===== config.mk =====
export PLATFORM = sky130hd
export DESIGN_NAME = gru_wb_regs
export DESIGN_NICKNAME = d
export VERILOG_FILES = /design/src/gru_pkg.sv /design/src/gru_wb_regs.sv
export SDC_FILE = /design/constraint.sdc
export NUM_CORES = 1
export LEC_CHECK = 0
export BUFFER_PORTS_ARGS = -buffer_cell sky130_fd_sc_hd__buf_2
export CAP_MARGIN = 15
export CORE_ASPECT_RATIO = 1.2
export CORE_MARGIN = 2
export CORE_UTILIZATION = 49
export DETAILED_ROUTE_END_ITERATION = 10
export HOLD_SLACK_MARGIN = 0.05
export PLACE_DENSITY = 0.77
export SKIP_LAST_GASP = 1
export SYNTH_ARGS = -nofsm -noshare
export SYNTH_HDL_FRONTEND = slang
export SYNTH_SLANG_ARGS = --single-unit

===== constraint.sdc =====
create_clock -name clk -period 8.42 [get_ports clk]
set_input_delay 0.842 -clock clk [delete_from_list [all_inputs] [get_ports clk]]
set_output_delay 0.842 -clock clk [all_outputs]
set_load 0.05 [all_outputs]

===== src/gru_pkg.sv =====
package gru_pkg;

	////////////////////////////////////////////////////////////////////////////
	// sizes and fixed-point format
	////////////////////////////////////////////////////////////////////////////
	localparam int NB_INPUTS  = 4;
	localparam int NB_NEURONS = 4;
	localparam int DATA_W     = 16;
	localparam int FRAC_W     = 8;
	localparam int ACC_W      = 32;
	localparam int FIX_ONE    = 256;
	localparam int LOOP_LEN   = (NB_INPUTS > NB_NEURONS) ? NB_INPUTS : NB_NEURONS;
	localparam int NB_GATES   = 3;
	localparam int DATA_MAX   = 2**(DATA_W-1) - 1;
	localparam int DATA_MIN   = -(2**(DATA_W-1));

	// bias slot, two reads per element, then the finish slot
	localparam int DOT_SLOTS  = 2*LOOP_LEN + 2;
	localparam int SLOT_W     = $clog2(DOT_SLOTS);
	localparam int ROW_W      = NB_GATES * NB_NEURONS;

	////////////////////////////////////////////////////////////////////////////
	// address map
	////////////////////////////////////////////////////////////////////////////
	localparam int ADR_W  = 8;
	localparam int MEM_AW = 7;
	localparam logic [ADR_W-1:0] IN_W_BASE  = 8'h00;
	localparam logic [ADR_W-1:0] REC_W_BASE = 8'h30;
	localparam logic [ADR_W-1:0] BIAS_BASE  = 8'h60;
	localparam logic [ADR_W-1:0] X_BASE     = 8'h70;
	localparam logic [ADR_W-1:0] HPREV_BASE = 8'h78;
	localparam logic [ADR_W-1:0] HOUT_BASE  = 8'h80;
	localparam logic [ADR_W-1:0] CTRL_ADR   = 8'h90;
	localparam logic [ADR_W-1:0] STAT_ADR   = 8'h91;
	localparam int MEM_DEPTH = 108;

	typedef logic signed [DATA_W-1:0] data_t;
	typedef logic signed [ACC_W-1:0]  acc_t;
	typedef data_t [NB_INPUTS-1:0]    vec_in_t;
	typedef data_t [NB_NEURONS-1:0]   vec_state_t;
	typedef logic [MEM_AW-1:0]        mem_addr_t;

	typedef enum logic [1:0] {gate_z, gate_r, gate_h} gate_t;

	typedef struct packed {
		logic             cyc;
		logic             stb;
		logic             we;
		logic [ADR_W-1:0] adr;
		data_t            dat;
	} wb_req_t;

	typedef struct packed {
		logic  ack;
		data_t dat;
	} wb_rsp_t;

	// the arithmetic shift of the Q8.8 product truncates toward minus infinity
	function automatic acc_t qmul(input data_t a, input data_t b);
		acc_t p;
		p = acc_t'(a) * acc_t'(b);
		return p >>> FRAC_W;
	endfunction

	function automatic data_t sat16(input acc_t v);
		if (v > DATA_MAX)
			return data_t'(DATA_MAX);
		else if (v < DATA_MIN)
			return data_t'(DATA_MIN);
		return data_t'(v);
	endfunction

endpackage


===== src/gru_wb_regs.sv =====
`timescale 1ns/10ps

module gru_wb_regs import gru_pkg::*; (
	input  logic       clk,
	input  logic       rst_n,
	input  wb_req_t    wb_req,
	input  logic       busy,
	input  logic       done,
	input  data_t      mem_rdata,
	input  vec_state_t h_new,
	input  logic       h_valid,
	output wb_rsp_t    wb_rsp,
	output logic       mem_we,
	output mem_addr_t  mem_waddr,
	output data_t      mem_wdata,
	output logic       start,
	output vec_in_t    x_vec,
	output vec_state_t h_prev
);

	logic       ack_q;
	logic       req;
	logic       wr;
	logic       in_mem;
	logic       in_x;
	logic       in_hprev;
	logic       in_hout;
	logic       sel_mem_q;
	logic [1:0] idx;
	data_t      rdata_d;
	data_t      rdata_q;
	vec_state_t h_out;

	// a new transfer is seen once in the cycle before its ack
	assign req = wb_req.cyc & wb_req.stb & ~ack_q;
	assign wr  = req & wb_req.we & ~busy;
	assign idx = wb_req.adr[1:0];

	assign in_mem   = wb_req.adr < MEM_DEPTH;
	assign in_x     = wb_req.adr[ADR_W-1:2] == X_BASE[ADR_W-1:2];
	assign in_hprev = wb_req.adr[ADR_W-1:2] == HPREV_BASE[ADR_W-1:2];
	assign in_hout  = wb_req.adr[ADR_W-1:2] == HOUT_BASE[ADR_W-1:2];

	assign mem_we    = wr & in_mem;
	assign mem_waddr = wb_req.adr[MEM_AW-1:0];
	assign mem_wdata = wb_req.dat;

	always_comb begin
		rdata_d = '0;
		if (in_x)
			rdata_d = x_vec[idx];
		else if (in_hprev)
			rdata_d = h_prev[idx];
		else if (in_hout)
			rdata_d = h_out[idx];
		else if (wb_req.adr == STAT_ADR)
			rdata_d = data_t'({done, busy});
	end

	always_ff @(posedge clk or negedge rst_n) begin
		if (!rst_n) begin
			ack_q     <= 1'b0;
			start     <= 1'b0;
			sel_mem_q <= 1'b0;
			rdata_q   <= '0;
			h_out     <= '0;
		end else begin
			ack_q <= req;
			start <= wr && wb_req.adr == CTRL_ADR && wb_req.dat[0];
			if (req) begin
				sel_mem_q <= in_mem;
				rdata_q   <= rdata_d;
			end
			if (h_valid)
				h_out <= h_new;
		end
	end

	always_ff @(posedge clk) begin
		if (wr && in_x)
			x_vec[idx] <= wb_req.dat;
		if (wr && in_hprev)
			h_prev[idx] <= wb_req.dat;
	end

	// weight words come straight from the registered memory port
	assign wb_rsp = '{ack: ack_q, dat: sel_mem_q ? mem_rdata : rdata_q};

	// the master keeps the transfer open until it sees ack
	a_ack_follows_req: assert property (@(posedge clk) disable iff (!rst_n)
		ack_q |-> $past(wb_req.cyc && wb_req.stb) && wb_req.cyc && wb_req.stb);

	a_no_start_busy: assert property (@(posedge clk) disable iff (!rst_n)
		start |-> !busy);

endmodule


* After elaboration in Yosys (flattened, before gate mapping) *
Index checks and enable logic that the tools add are counted.

word-level totals
  logic and storage cells = 51
  output and inout bits = 170
  input port bits = 112
  flip-flop bits (word level) = 211

operators by class
  mux-type cells = 15
  $lt $le $gt $ge = 3
  equal/unequal tests = 5
  reduce and logical (&&, ||, !) cells = 5
  bitwise operators = 7

operators by type and width
  cell                                                                   number
  64-bit bitwise mux                                                     2
  16-bit 2-to-1 mux                                                      8
  16-bit binary-select mux with 2-bit select                             3
  16-bit demux with 2-bit select                                         1
  8-bit equality test, second input constant                             2
  6-bit by 5-bit equality test with 1-bit output, second input constant  2
  8-bit by 7-bit < comparator with 1-bit output, second input constant   1
  6-bit equality test, second input constant                             1
  1-bit AND                                                              5
  1-bit logical AND                                                      5
  2-bit by 3-bit < comparator with 1-bit output, second input constant   1
  2-bit by 1-bit >= comparator with 1-bit output, second input constant  1
  2-bit 2-to-1 mux                                                       1
  1-bit NOT                                                              2

* Logic depth before layout (Yosys ltp) *
  word-level depth = 6
  depth in mapped cells = 6

* Worst setup path after synthesis *
No wires, ideal clock.

  kind = in2reg
  start point = in wb_req[25] (netlist name)
  end point = reg h_prev[0] (netlist name), enable pin
  required time = 7990 ps
  stages on the path = 4
  buffers on the path = 0
  setup time = 430 ps
  setup slack = 5036 ps
  arrival time = 2954 ps
  path through = nand3b_1 inv_2 nand3b_2 nor4_1

between the ends
  word-level cells in the longest chain between the ends = 5

RTL lines
  what                             line               text
  from (decl)                      gru_wb_regs.sv:6   input wb_req_t wb_req,
  1-bit AND (2 in a row)           gru_wb_regs.sv:35  assign req = wb_req.cyc & wb_req.stb & ~ack_q;
  1-bit AND (2 in a row)           gru_wb_regs.sv:36  assign wr = req & wb_req.we & ~busy;
  1-bit logical AND                gru_wb_regs.sv:82  if (wr && in_hprev)
  to (signal, indexed assignment)  gru_wb_regs.sv:83  h_prev[idx] <= wb_req.dat;
  to (decl)                        gru_wb_regs.sv:18  output vec_state_t h_prev

No other way between the ends.
A chain may end at the register's enable or synchronous reset.

* Final worst setup path *
  start point = reg ack_q
  end point = out mem_we

between the ends
  word-level cells in the longest chain between the ends = 5

RTL lines
  what                    line               text
  from (decl)             gru_wb_regs.sv:21  logic ack_q;
  from (signal assigned)  gru_wb_regs.sv:68  ack_q <= req;
  1-bit NOT               gru_wb_regs.sv:35
  1-bit AND               gru_wb_regs.sv:35
  1-bit AND (2 in a row)  gru_wb_regs.sv:36
  1-bit AND               gru_wb_regs.sv:44  assign mem_we = wr & in_mem;
  to (decl)               gru_wb_regs.sv:13  output logic mem_we,

No other way between the ends.

==> summary.md <==
| Metric | Value |
|---|---|
| Max-cap check violation count | `0` |
| DRC viols | `0` |
| Synth unique cells | `32` |
| Sink Count | `211` |
| Slew margin rel. | `30.58%` |
| Router iterations before antenna repair | `4` |
| Hold path cells | `1` |
| Worst path bufs/invs | `2` |
| Clock Latency Late Sink | `0.49 ns` |
| Die footprint | `19,080 sq um` |
| Setup violators final | `0` |
| Hold Path End | `h_out[31]` |
| CP arrival | `2.36 ns` |
| WP depth | `5` |
| Fillers | `between 1k and 1.5k` |
| Initial antenna violation count | `0` |
| Final instance area | `11,010 sq um` |
| IO buf count | `about 280` |
| Dpl ws | `5.285 ns` |
| Max VDD drop | `~0.00017 V` |
| Xor/xnor share of the synthesized area | `0%` |
| Routed via count | `5,631` |
| Tightest Pin Transition | `1.041 ns` |
| Post-Synth Simple-Gate Area | `between 2 and 2.5%` |
| Pin count of the biggest net entering global routing | `84` |
| Startpoint types | `flop` |
| Multiplexer area fraction after synthesis | `22.79%` |
| Hold WS | `0.4998 ns` |
| Syn_area_per_cell | `18.59 sq um` |
| Syn Std Cell Area | `8812 sq um` |
| WP data required | `7.58 ns` |
| Die Span Y | `150.9 um` |
| Setup_tns | `0 ns` |
| Area grow syn2layout | `24.89%` |
| GPL Wtd Cong | `about 0.85` |
| I/O Pins | `282` |
| Reg2reg start | `ack_q` |
| WL final | `23,120 um` |
| Critical path's slowest cell | `dfrtp_1` |
| CTS tree | `done` |
| Post-synth top area share | `43.62%` |
| Clk_skew | `0.01766 ns` |
| Top cells by area, synth | `edfxtp_1 44%, dfrtp_1 24%, mux4_2 10%` |
| Max Freq | `0.3125 GHz` |
| Critical path's largest stage delay | `0.40 ns` |
| Tmin final | `3.200 ns` |
| DP HPWL | `16,720 um` |
| Worst setup EP type | `primary output` |
| Row cnt | `53` |
| Cts repair resizes | `0` |
| Largest family of logic cells by synthesized area | `multiplexers` |
| Area of the multi-input gates | `around 2600 sq um` |
| Starting DRT DRC Count | `~450` |
| Family with the most delay on the worst path | `simple AND/OR/NAND/NOR gates` |
| Adder-cell share of the synthesized area | `0%` |
| Vias in the first global route | `between 5k and 6k` |
| Placed cell area | `10,260 sq um` |
| Gate Count Post-Synth | `474` |
| Core area | `around 18,000 sq um` |
| Gr ovfl total | `0` |
| Storage element area | `around 5900 sq um` |
| Yosys top cell by area | `edfxtp_1` |
| Wire length of the first global-routing pass | `roughly 34,000 um` |
| Diodes inserted | `0` |
| PwrDens | `approximately 220 nW/um^2` |
| Period utilization | `38.01%` |
| Setup slack, reg-to-reg | `6.02 ns` |
| Crit-path cells | `nand3b_1, inv_2, nand3b_2, nor2_1, buf_2` |
| Finished Layout Cells | `~980` |
| Num CTS Buffers | `22` |
| Starting Density | `between 50 and 60%` |
| Worst-path clk slew | `0.06 ns` |
| Final hold vios | `0` |
| Vias/cell | `5.775` |
| Clock Path Buffers | `3` |
| GRT Total Usage | `23.72%` |
| Total placed cells including tap cells | `~930` |
| Ratio of cells with drive above 1 in the final layout | `60.53%` |
| FF-to-FF path depth | `5` |
| Root Buffer | `clkbuf_16` |
| Type of the worst setup path | `reg2out` |
| RSZ-0062 raised after global routing | `no` |
| Status | `finished clean` |
| Post-synthesis compound-gate area fraction | `3.692%` |
| Post-DRT Antenna Nets | `0` |
| Drt wl/cell | `23.71 um` |
| Net count after synthesis | `between 500 and 600` |
| CTS H-tree lvls | `1` |
| Warnings from Yosys | `0` |
| Class of the worst hold path | `reg2reg` |
| Hold-fix buffers, CTS | `0` |
| Postcts setup bufs | `0` |
| NumNets Final | `851` |
| #FFs+latches synth | `211` |
| Worst Hold Launch | `h_out[31]` |
| P_leak | `around 4.4 nW` |
| Register area share after synthesis | `67.19%` |
| Horiz. Die Dim | `126.4 um` |
| Reg2reg end | `x_vec[57]` |
| CP Max Fanout | `19` |
| Max Slew Vio Count | `0` |
| PnR worst setup slack | `roughly 5.2 ns` |
-- routing by layer --
| layer | vias up | track usage (%) | routed length (um) |
|---|---|---|---|
| met5 | - | 0 | 0 |
| met4 | 0 | 8.846 | 669 |
| met3 | 44 | 5.404 | 1863 |
| met2 | 287 | 41.44 | 11880 |
| met1 | 2891 | 29.01 | 8709 |
| li1 | 2409 | - | - |
-- cell type report --
class | instances | share of cell area (%)
sequential | 211 | 53.80
multi-input combinational | 211 | 23.42
timing repair buffer | 292 | 13.57
clock buffer | 28 | 5.582
tap | 220 | 2.501
clock inverter | 12 | 1.091
inverter | 1 | 0.03411
-- worst reg2reg max path: stages (launching register included) --
cell      delay [ns]
dfrtp_1         0.40
nand3b_1        0.29
inv_2           0.35
nand3b_2        0.32
nor3_2          0.42
buf_4           0.30
-- report_power, final --
group	switching [mW]	total (mW)	internal, mW
sequential	0.0310	1.17	1.14
clock	0.386	0.965	0.579
combinational	0.169	0.286	0.117
-- state kept, by name, indices dropped and copies added (netlist names) --
register and cells:
ack_q 1, start 1, rdata_q 16, sel_mem_q 1, x_vec 64, h_out 64
h_prev 64
-- how the worst max path moves through the flow --
stage | from | end
4_1_cts | ack_q | mem_we
2_1_floorplan | wb_req[25] | h_prev[0]
6_report | ack_q | mem_we
3_3_place_gp | wb_req[25] | mem_we
5_1_grt | ack_q | mem_we
3_5_place_dp | wb_req[25] | mem_we
-- Yosys cell counts, drive strengths merged --
master / instances
and2: 2
mux4: 48
o21bai: 1
nor4: 2
nand3: 3
a22oi: 16
clkbuf: 3
and3b: 1
nor3: 6
o21ai: 1
dfrtp: 83
nand2: 5
a21oi: 16
buf: 48
nor2b: 2
edfxtp: 128
inv: 1
o22ai: 16
and4b: 1
nor2: 2
nor3b: 1
mux2: 80
nand3b: 2
nor4b: 2
nand2b: 2
a31oi: 2
-- through the flow --
step / utilization (%) / power (mW)
floorplan: - / 1.392
global placement: 58.41 / 1.471
detailed placement: 58.41 / 1.481
CTS: 62.58 / 2.443
global route: 62.63 / 2.507
finish: 62.63 / 2.425
-- cell families (layout without fill, tap and decap cells) --
| kind of cell | count (synthesis) | in the layout |
|---|---|---|
| AOI/OAI and AO/OA | 52 | 52 |
| buffers and inverters | 52 | 333 |
| DFF | 211 | 211 |
| muxes | 128 | 128 |
| and+or+nand+nor | 31 | 31 |
-- cell usage in the layout (no fill, tap or decap), drive strengths merged --
cell type  netlist  final
buf             48    292
edfxtp         128    128
dfrtp           83     83
mux2            80     80
mux4            48     48
clkbuf           3     28
a21oi           16     16
a22oi           16     16
o22ai           16     16
clkinv           0      7
nor3             6      6
nand2            5      5
nand3            3      3
nor2             2      2
nand2b           2      2
nor2b            2      2
nor4             2      2
and2             2      2
a31oi            2      2
bufinv           0      2
clkinvlp         0      2
nand3b           2      2
inv              1      2
nor4b            2      2
and4b            1      1
o21bai           1      1
and3b            1      1
nor3b            1      1
o21ai            1      1
No activity file was read; power rests on OpenSTA's default activity.
