$ cat config.mk
export PLATFORM = sky130hd
export DESIGN_NAME = gru_datapath
export DESIGN_NICKNAME = d
export VERILOG_FILES = /design/src/gru_pkg.sv /design/src/gru_mac.sv /design/src/gru_activation.sv /design/src/gru_datapath.sv
export SDC_FILE = /design/constraint.sdc
export NUM_CORES = 2
export LEC_CHECK = 0
export ABC_AREA = 1
export CORE_UTILIZATION = 36
export DETAILED_ROUTE_END_ITERATION = 10
export DONT_BUFFER_PORTS = 1
export GPL_ROUTABILITY_DRIVEN = 0
export PLACE_DENSITY = 0.46
export SYNTH_ARGS = -nofsm -noshare
export SYNTH_HDL_FRONTEND = slang
export SYNTH_SLANG_ARGS = --single-unit
$ cat constraint.sdc
create_clock -name clk -period 26 [get_ports clk]
set_clock_uncertainty 0.1 [all_clocks]
set_input_delay 1.3 -clock clk [delete_from_list [all_inputs] [get_ports clk]]
set_output_delay 1.3 -clock clk [all_outputs]
set_load 0.005 [all_outputs]
$ cat src/gru_pkg.sv
package gru_pkg;

	////////////////////////////////////////////////////////////////////////////
	// sizes and fixed-point format
	////////////////////////////////////////////////////////////////////////////
	localparam int NB_INPUTS  = 4;
	localparam int NB_NEURONS = 4;
	localparam int DATA_W     = 16;
	localparam int FRAC_W     = 8;
	localparam int ACC_W      = 32;
	localparam int FIX_ONE    = 256;
	localparam int LOOP_LEN   = (NB_INPUTS > NB_NEURONS) ? NB_INPUTS : NB_NEURONS;
	localparam int NB_GATES   = 3;
	localparam int DATA_MAX   = 2**(DATA_W-1) - 1;
	localparam int DATA_MIN   = -(2**(DATA_W-1));

	// bias slot, two reads per element, then the finish slot
	localparam int DOT_SLOTS  = 2*LOOP_LEN + 2;
	localparam int SLOT_W     = $clog2(DOT_SLOTS);
	localparam int ROW_W      = NB_GATES * NB_NEURONS;

	////////////////////////////////////////////////////////////////////////////
	// address map
	////////////////////////////////////////////////////////////////////////////
	localparam int ADR_W  = 8;
	localparam int MEM_AW = 7;
	localparam logic [ADR_W-1:0] IN_W_BASE  = 8'h00;
	localparam logic [ADR_W-1:0] REC_W_BASE = 8'h30;
	localparam logic [ADR_W-1:0] BIAS_BASE  = 8'h60;
	localparam logic [ADR_W-1:0] X_BASE     = 8'h70;
	localparam logic [ADR_W-1:0] HPREV_BASE = 8'h78;
	localparam logic [ADR_W-1:0] HOUT_BASE  = 8'h80;
	localparam logic [ADR_W-1:0] CTRL_ADR   = 8'h90;
	localparam logic [ADR_W-1:0] STAT_ADR   = 8'h91;
	localparam int MEM_DEPTH = 108;

	typedef logic signed [DATA_W-1:0] data_t;
	typedef logic signed [ACC_W-1:0]  acc_t;
	typedef data_t [NB_INPUTS-1:0]    vec_in_t;
	typedef data_t [NB_NEURONS-1:0]   vec_state_t;
	typedef logic [MEM_AW-1:0]        mem_addr_t;

	typedef enum logic [1:0] {gate_z, gate_r, gate_h} gate_t;

	typedef struct packed {
		logic             cyc;
		logic             stb;
		logic             we;
		logic [ADR_W-1:0] adr;
		data_t            dat;
	} wb_req_t;

	typedef struct packed {
		logic  ack;
		data_t dat;
	} wb_rsp_t;

	// the arithmetic shift of the Q8.8 product truncates toward minus infinity
	function automatic acc_t qmul(input data_t a, input data_t b);
		acc_t p;
		p = acc_t'(a) * acc_t'(b);
		return p >>> FRAC_W;
	endfunction

	function automatic data_t sat16(input acc_t v);
		if (v > DATA_MAX)
			return data_t'(DATA_MAX);
		else if (v < DATA_MIN)
			return data_t'(DATA_MIN);
		return data_t'(v);
	endfunction

endpackage

$ cat src/gru_mac.sv
`timescale 1ns/10ps

module gru_mac import gru_pkg::*; (
	input  logic  clk,
	input  logic  rst_n,
	input  logic  preload,
	input  logic  step,
	input  data_t bias,
	input  data_t a,
	input  data_t b,
	output data_t sum_sat
);

	acc_t acc;

	// the full 32-bit sum saturates only where it leaves the lane
	always_ff @(posedge clk or negedge rst_n) begin
		if (!rst_n)
			acc <= '0;
		else if (preload)
			acc <= acc_t'(bias);
		else if (step)
			acc <= acc + qmul(a, b);
	end

	assign sum_sat = sat16(acc);

endmodule

$ cat src/gru_activation.sv
`timescale 1ns/10ps

module gru_activation import gru_pkg::*; (
	input  logic  clk,
	input  logic  rst_n,
	input  gate_t gate,
	input  data_t x,
	input  logic  en,
	output data_t y
);

	acc_t  sig_v;
	data_t y_d;

	always_comb begin
		// hard sigmoid x/4 + 0.5
		sig_v = (acc_t'(x) >>> 2) + acc_t'(FIX_ONE/2);
		if (gate == gate_h) begin
			if (x > data_t'(FIX_ONE))
				y_d = data_t'(FIX_ONE);
			else if (x < data_t'(-FIX_ONE))
				y_d = data_t'(-FIX_ONE);
			else
				y_d = x;
		end else begin
			if (sig_v > FIX_ONE)
				y_d = data_t'(FIX_ONE);
			else if (sig_v < 0)
				y_d = '0;
			else
				y_d = data_t'(sig_v);
		end
	end

	always_ff @(posedge clk or negedge rst_n) begin
		if (!rst_n)
			y <= '0;
		else if (en)
			y <= y_d;
	end

endmodule

$ cat src/gru_datapath.sv
`timescale 1ns/10ps

module gru_datapath import gru_pkg::*; (
	input  logic       clk,
	input  logic       rst_n,
	input  data_t      rd_data,
	input  logic       preload,
	input  logic       step,
	input  logic       finish,
	input  gate_t      gate,
	input  logic [1:0] elem,
	input  logic [1:0] neuron,
	input  vec_in_t    x_vec,
	input  vec_state_t h_prev,
	output vec_state_t h_new,
	output logic       h_valid
);

	data_t      w_hold;
	data_t      rec_a;
	data_t      rec_b;
	data_t      in_sum;
	data_t      rec_sum;
	data_t      act_x;
	data_t      act_y;
	data_t      z_j;
	acc_t       blend;
	vec_state_t z_q;
	vec_state_t r_q;
	logic       res_vld;
	gate_t      res_gate;
	logic [1:0] res_neuron;

	// candidate gate scales the recurrent product by r of that element
	always_comb begin
		if (gate == gate_h) begin
			rec_a = sat16(qmul(rd_data, h_prev[elem]));
			rec_b = r_q[elem];
		end else begin
			rec_a = rd_data;
			rec_b = h_prev[elem];
		end
	end

	// input weight arrives one half-step before the recurrent one
	gru_mac in_lane_i (
		.clk     (clk),
		.rst_n   (rst_n),
		.preload (preload),
		.step    (step),
		.bias    (rd_data),
		.a       (w_hold),
		.b       (x_vec[elem]),
		.sum_sat (in_sum)
	);

	gru_mac rec_lane_i (
		.clk     (clk),
		.rst_n   (rst_n),
		.preload (preload),
		.step    (step),
		.bias    ('0),
		.a       (rec_a),
		.b       (rec_b),
		.sum_sat (rec_sum)
	);

	assign act_x = sat16(acc_t'(in_sum) + acc_t'(rec_sum));

	gru_activation act_i (
		.clk   (clk),
		.rst_n (rst_n),
		.gate  (gate),
		.x     (act_x),
		.en    (finish),
		.y     (act_y)
	);

	assign z_j   = z_q[res_neuron];
	assign blend = qmul(z_j, h_prev[res_neuron]) + qmul(data_t'(FIX_ONE) - z_j, act_y);

	always_ff @(posedge clk or negedge rst_n) begin
		if (!rst_n) begin
			res_vld <= 1'b0;
			h_valid <= 1'b0;
		end else begin
			res_vld <= finish;
			h_valid <= res_vld && res_gate == gate_h && res_neuron == 2'(NB_NEURONS-1);
		end
	end

	always_ff @(posedge clk) begin
		w_hold <= rd_data;
		if (finish) begin
			res_gate   <= gate;
			res_neuron <= neuron;
		end
		if (res_vld) begin
			case (res_gate)
				gate_z:  z_q[res_neuron]   <= act_y;
				gate_r:  r_q[res_neuron]   <= act_y;
				default: h_new[res_neuron] <= sat16(blend);
			endcase
		end
	end

endmodule

Word level (Yosys, flattened, before mapping)
Cells that the tools add are included.
W data, S select, Z words.

storage, ports and cells
  register bits = 294
  input port bits = 155
  output and inout port bits = 65
  logic and storage cells = 118

cells by class
  add/sub/neg operators = 6
  multipliers = 5
  order comparisons = 17
  equality and inequality tests = 4
  muxes and demuxes = 56
  bitwise gates (word level) = 1
  reductions and logical operators = 9

operators by type and width
  cell                      count
  $mux W16                  30
  $bwmux W64                3
  $bmux W16 S2              5
  $mul A16 B16 Y32          5
  $mux W32                  4
  $add A32 B24 Y32          2
  $gt A32 B16 Y1 const B    2
  $lt A32 B16 Y1 const B    2
  $demux W16 S2             1
  $gt A32 B10 Y1 const B    1
  $lt A32 B1 Y1 const B     1
  $add A24 B24 Y25          1
  $gt A25 B16 Y1 const B    1
  $lt A25 B16 Y1 const B    1
  $gt A24 B16 Y1 const B    1
  $lt A24 B16 Y1 const B    1
  $add A16 B16 Y17          1
  $gt A17 B16 Y1 const B    1
  $lt A17 B16 Y1 const B    1
  $gt A16 B10 Y1 const B    1
  $lt A16 B9 Y1 const B     1
  $sub A10 B16 Y16 const A  1
  $add A14 B9 Y15 const B   1
  $mux W1                   13
  10 further kinds          17

Logic depth before layout (Yosys ltp)
  depth after elaboration = 14
  mapped depth = 82
  gate-level depth less buffers = 78

Cells and area by module
Synthesis repeated with hierarchy kept, for this count alone.

second synthesis, totals
  cell total of the unflattened synthesis = 8829
  area, all modules = 69838.2 um^2

by module, submodules not included
  module                 instances  cells an instance  area an instance (um^2)  sequential area each (um^2)
  gru_datapath           1          4851               41076.9                  6256.0
  gru_mac at rec_lane_i  1          1930               13942.1                  800.8
  gru_mac at in_lane_i   1          1861               13618.1                  800.8
  gru_activation         1          187                1201.2                   400.4

Least setup slack after synthesis
No wires, ideal clock.

  path kind = input-to-reg
  from = in elem[0]
  to = reg rec_lane_i.acc[29]
  setup time = 0.123 ns
  data arrival time = 14.821 ns
  required time = 25.777 ns
  slack = 10.956 ns
  stages on the path = 71
  buffers on the path = 5
  path through = buf_4 -> clkbuf_1 -> clkbuf_1 -> clkbuf_1 -> o21ai_0 -> nand2_1 -> inv_1 -> clkbuf_1 -> nand2_1 -> fa_1 -> inv_1 -> fa_1 -> inv_1 -> fa_1 -> fa_1 -> inv_1 -> fa_1 -> fa_1 -> [35 not listed] -> nand2_1 -> nand2_1 -> a21oi_1 -> nor2_1 -> nor2_1 -> o21ai_1 -> inv_1 -> nor2_1 -> nor2_1 -> o21bai_1 -> a21oi_1 -> o21ai_1 -> a21boi_0 -> o21ai_1 -> a21oi_1 -> o21bai_1 -> o21ai_0 -> nand2_1

between the ends
  cells in the longest elaborated chain, start to end = 13
  elaborated cells between the ends (all ways) = 18
  those cells by class = add/sub (1); mul (2); order compare (2); mux (13)

ends and longest elaborated chain
  item                            RTL line                                source
  start: declaration              gru_datapath.sv:11                      input logic [1:0] elem,
  $bmux W16 S2                    gru_datapath.sv:37, gru_datapath.sv:41
  $mux W16 (implied by the code)  gru_datapath.sv:37, gru_datapath.sv:41
  $mul A16 B16 Y32                gru_pkg.sv:61                           p = acc_t'(a) * acc_t'(b);
  $lt A24 B16 Y1                  gru_pkg.sv:68                           else if (v < DATA_MIN)
  $mux W1                         gru_pkg.sv:68
  $mux W1                         gru_pkg.sv:66                           if (v > DATA_MAX)
  $mux W1                         gru_datapath.sv:36                      if (gate == gate_h) begin
  $mux W16                        gru_pkg.sv:70                           return data_t'(v);
  $mux W16                        gru_datapath.sv:36
  $mul A16 B16 Y32 (*)            gru_pkg.sv:61
  $add A32 B24 Y32 (*)            gru_mac.sv:23                           acc <= acc + qmul(a, b);
  $mux W32 (*)                    gru_mac.sv:22                           else if (step)
  $mux W32 (*)                    gru_mac.sv:20                           else if (preload)
  end signal: assignment          gru_mac.sv:21                           acc <= acc_t'(bias);
  end signal: assignment          gru_mac.sv:23
  end: declaration                gru_mac.sv:14                           acc_t acc;

Every way passes the cells marked *; elsewhere a longest branch is shown, timed or not. The select of a mux whose other input is x is not followed.
A chain may end at the register's enable or synchronous reset.

Worst setup path after layout
  from = in elem[1]
  to = reg rec_lane_i.acc[29]

The elaborated chain is that of the path after synthesis.

==> impl_summary.txt <==
----------------------------------------------------
[CTS]
  Post-cts hold buffer count ... 0
  CTS HTree Levels ... 2
  Clock tree from TritonCTS ... yes
  Num CTS Buffers ... 39
  Clock-pin slew on the worst setup and hold paths ... 60 ps
  Resized Gates After CTS ... 0
  TritonCTS Sinks ... 294
  CTS Buffer Depth ... 3
  Master cell of the clock root buffer ... sky130_fd_sc_hd__clkbuf_16
  Post-CTS setup buffer count ... 0
  Clock latency on the worst-skew pair ... 610 ps

[Global routing]
  Overall overflow remaining after global route ... 0
  Global routing usage summed across all routing layers ... 23.44%
  Antenna violations before repair ... 2
  Number of global-route vias before repair ... 53.92k
  Wire length of the first global-routing pass ... 328.7 mm
  Pin count of the biggest net entering global routing ... 120

[STA]
  Minimum clock period after layout ... 16,550 ps
  Setup repair after global routing missed its margin ... no
  Fmax achieved ... 0.06042 GHz
  Count of endpoints failing hold in the final timing report ... 0
  Final Max Tran Viols ... 0
  Final setup slack of the worst path ... 9450 ps
  Transition time at the pin with the least slew margin ... between 1000 and 1500 ps
  Sum of negative setup slack ... 0 ps
  Worst relative slew slack ... 20.91%
  Number of endpoints failing setup at the final stage ... 0
  Portion of the clock cycle consumed by the worst path in the final layout ... 63.65%

[Floorplan]
  Vertical extent of the die ... 427.9 um
  Die area ... 183,100 um^2
  Starting density of the core ... 36.40%
  Die Width ... ~430 um
  Site Rows ... 155
  Ports placed on the boundary ... 220
  Placeable core area ... 179,400 um^2

[Critical path]
  Capturing element type of the critical path ... flop
  Most common cell on crit path ... sky130_fd_sc_hd__fa_1
  Worst Path Arrival ... 16,940 ps
  CP max-delay cell ... sky130_fd_sc_hd__fa_1
  Worst Setup Path Type ... in -> reg
  Startpoint Class ... input pin
  Required time of the worst setup path ... between 20,000 and 30,000 ps
  Critical path peak fanout ... 55
  Slowest cell delay on critical path ... 770 ps

[Yosys]
  Synthesized netlist net count ... 9,651
  Biggest area contributors in the synthesized netlist ... sky130_fd_sc_hd__fa_1 40%, sky130_fd_sc_hd__inv_1 11%, sky130_fd_sc_hd__ha_1 9.6%, sky130_fd_sc_hd__edfxtp_1 9.0%, sky130_fd_sc_hd__nand2_1 8.1%
  Flip-flop cell with the highest count after synthesis ... sky130_fd_sc_hd__edfxtp_1
  Async set-reset flop share out of synthesis ... 27.89%
  Number of cells produced by synthesis ... 7,686
  Total standard cell area after synthesis ... 65,310 um^2
  Share of the synthesized area in the top cell type ... 40.16%
  Synth warn ... 0
  Number of enable-type register cells in the synthesized netlist ... 196
  Number of synthesized register bits ... about 290
  Unique cell type count in the Yosys netlist ... 65
  Part of the Yosys area used for sequential elements ... 12.65%
  Library cell with the largest summed area after synthesis ... sky130_fd_sc_hd__fa_1
  Mean instance size in the synthesized netlist ... about 8.5 um^2

[Cells and area]
  Layout-stage area growth over the synthesis result ... 6.179%
  Commonest cells after routing, fill and taps aside ... 1,828 x sky130_fd_sc_hd__inv_1, 1,404 x sky130_fd_sc_hd__nand2_1, 1,310 x sky130_fd_sc_hd__fa_1, 714 x sky130_fd_sc_hd__nor2_1, 500 x sky130_fd_sc_hd__ha_1
  Share of layout cells above drive strength 1 ... 2.520%
  Final net count ... ~9.6k
  Most common cell after layout, fill and taps aside ... sky130_fd_sc_hd__inv_1

[Route]
  Per-cell routed wire length ... 21.10 um
  Pre-antenna DRT Iters ... 8
  DRC viols ... 0
  Number of vias per cell after detailed routing ... a little over 5
  Number of antenna-violating nets in the routed design ... 0
  1st-iter DRT viols ... 3,198
  Vias post-DR ... roughly 50k
  Final wirelength ... about 210 mm

[Placed design]
  Worst slack, placed ... 8878 ps
  Post-detail-place hpwl ... 174.3 mm
  Count of port buffers added during placement ... 0

[Worst hold path]
  Min-delay worst type ... in -> async

[Status]
  Status ... finished, final reports clean

[Flow run]
  Max-cap violations ... 0

----------------------------------------------------
## Yosys cell counts, drive strengths merged, types with 2 or more instances
cell     number
inv        1839
nand2      1413
fa         1310
nor2        725
ha          500
a21oi       405
o21ai       216
edfxtp      196
clkbuf      179
nand3       146
xor2        146
xnor2       104
dfrtp        82
buf          34
o221ai       33
nand4        31
a22oi        29
nor3         29
a21o         23
a31oi        23
clkinv       23
o21a         23
a221oi       21
nor4         19
o22ai        19
dfxtp        16
a221o        15
o211ai       14
o21bai       14
and2         12
or2           9
a21boi        8
o31ai         8
nand3b        5
a211oi        3
o2111ai       3
nor3b         2
o31a          2
o41ai         2
## per-stage QoR
step / hold WS, ps / util, % / instance area, um^2 / cells
after floorplan: 342.1 / - / 65310 / 7686
after global placement: 412.6 / 37.94 / 68060 / 9902
after detailed placement: 384.1 / 37.94 / 68060 / 9902
after CTS: 249.1 / 38.65 / 69330 / 9973
after global routing: 273.8 / 38.65 / 69330 / 9973
final: 295.4 / 38.65 / 69340 / 9977
## cell families after synthesis
logic type,Yosys count,synth area share [%]
buffers and inverters,2075,11.96
xor gates and xnor gates,250,3.376
and+or+nand+nor,2392,14.52
adders and majority gates,1810,49.74
DFF,294,12.65
AOI/OAI and AO/OA,865,7.760
## final timing paths
check / cells past startpoint / from / end / slack, ps
setup / recovery: 63 / elem[1] / rec_lane_i.acc[29] / 9450
hold / removal: 0 / rst_n / in_lane_i.acc[1] / 300
setup reg to reg: 52 / res_neuron[0] / h_new[14] / 12870
hold reg to reg: 1 / res_gate[0] / h_valid / 440
max in group asynchronous: 0 / rst_n / h_valid / 25140
min in group clk: 1 / res_gate[0] / h_valid / 440
## worst max-delay path, delay by kind of cell
kind	cells	cell delay (ps)
AND/OR/NAND/NOR	19	2930
XOR/XNOR	1	240
buffers and inverters	11	1800
adder cells (fa/ha/maj)	15	7270
AO/OA/AOI/OAI	17	3320
## flip-flops by register name (all words and copies together), names as in the netlist
register,cells
act_i.y,16
res_gate,2
rec_lane_i.acc,32
h_new,64
r_q,64
z_q,64
w_hold,16
res_neuron,2
h_valid,1
in_lane_i.acc,32
res_vld,1
## layer usage
layer | routed length, um | up-vias | GRT usage (%)
li1 | - | 23070 | -
met3 | 9588 | 287 | 2.194
met5 | 19 | - | 0
met4 | 8762 | 2 | 8.704
met1 | 91430 | 25550 | 31.56
met2 | 100700 | 1299 | 39.13
## area by class of cell
type                    instances  area, um^2
diodes                          4       10.01
clock buffers                  49        1044
clock inverters                22       227.7
fillers                     18480      110100
inverters                    1862        6989
multi-input cells            5317       49310
flip-flops and latches        294        8258
well taps                    2355        2947
repair buffers                 74       555.5
Power is not shown: default switching activity piles up to over one toggle a cycle in this logic, so the estimate is an artifact.
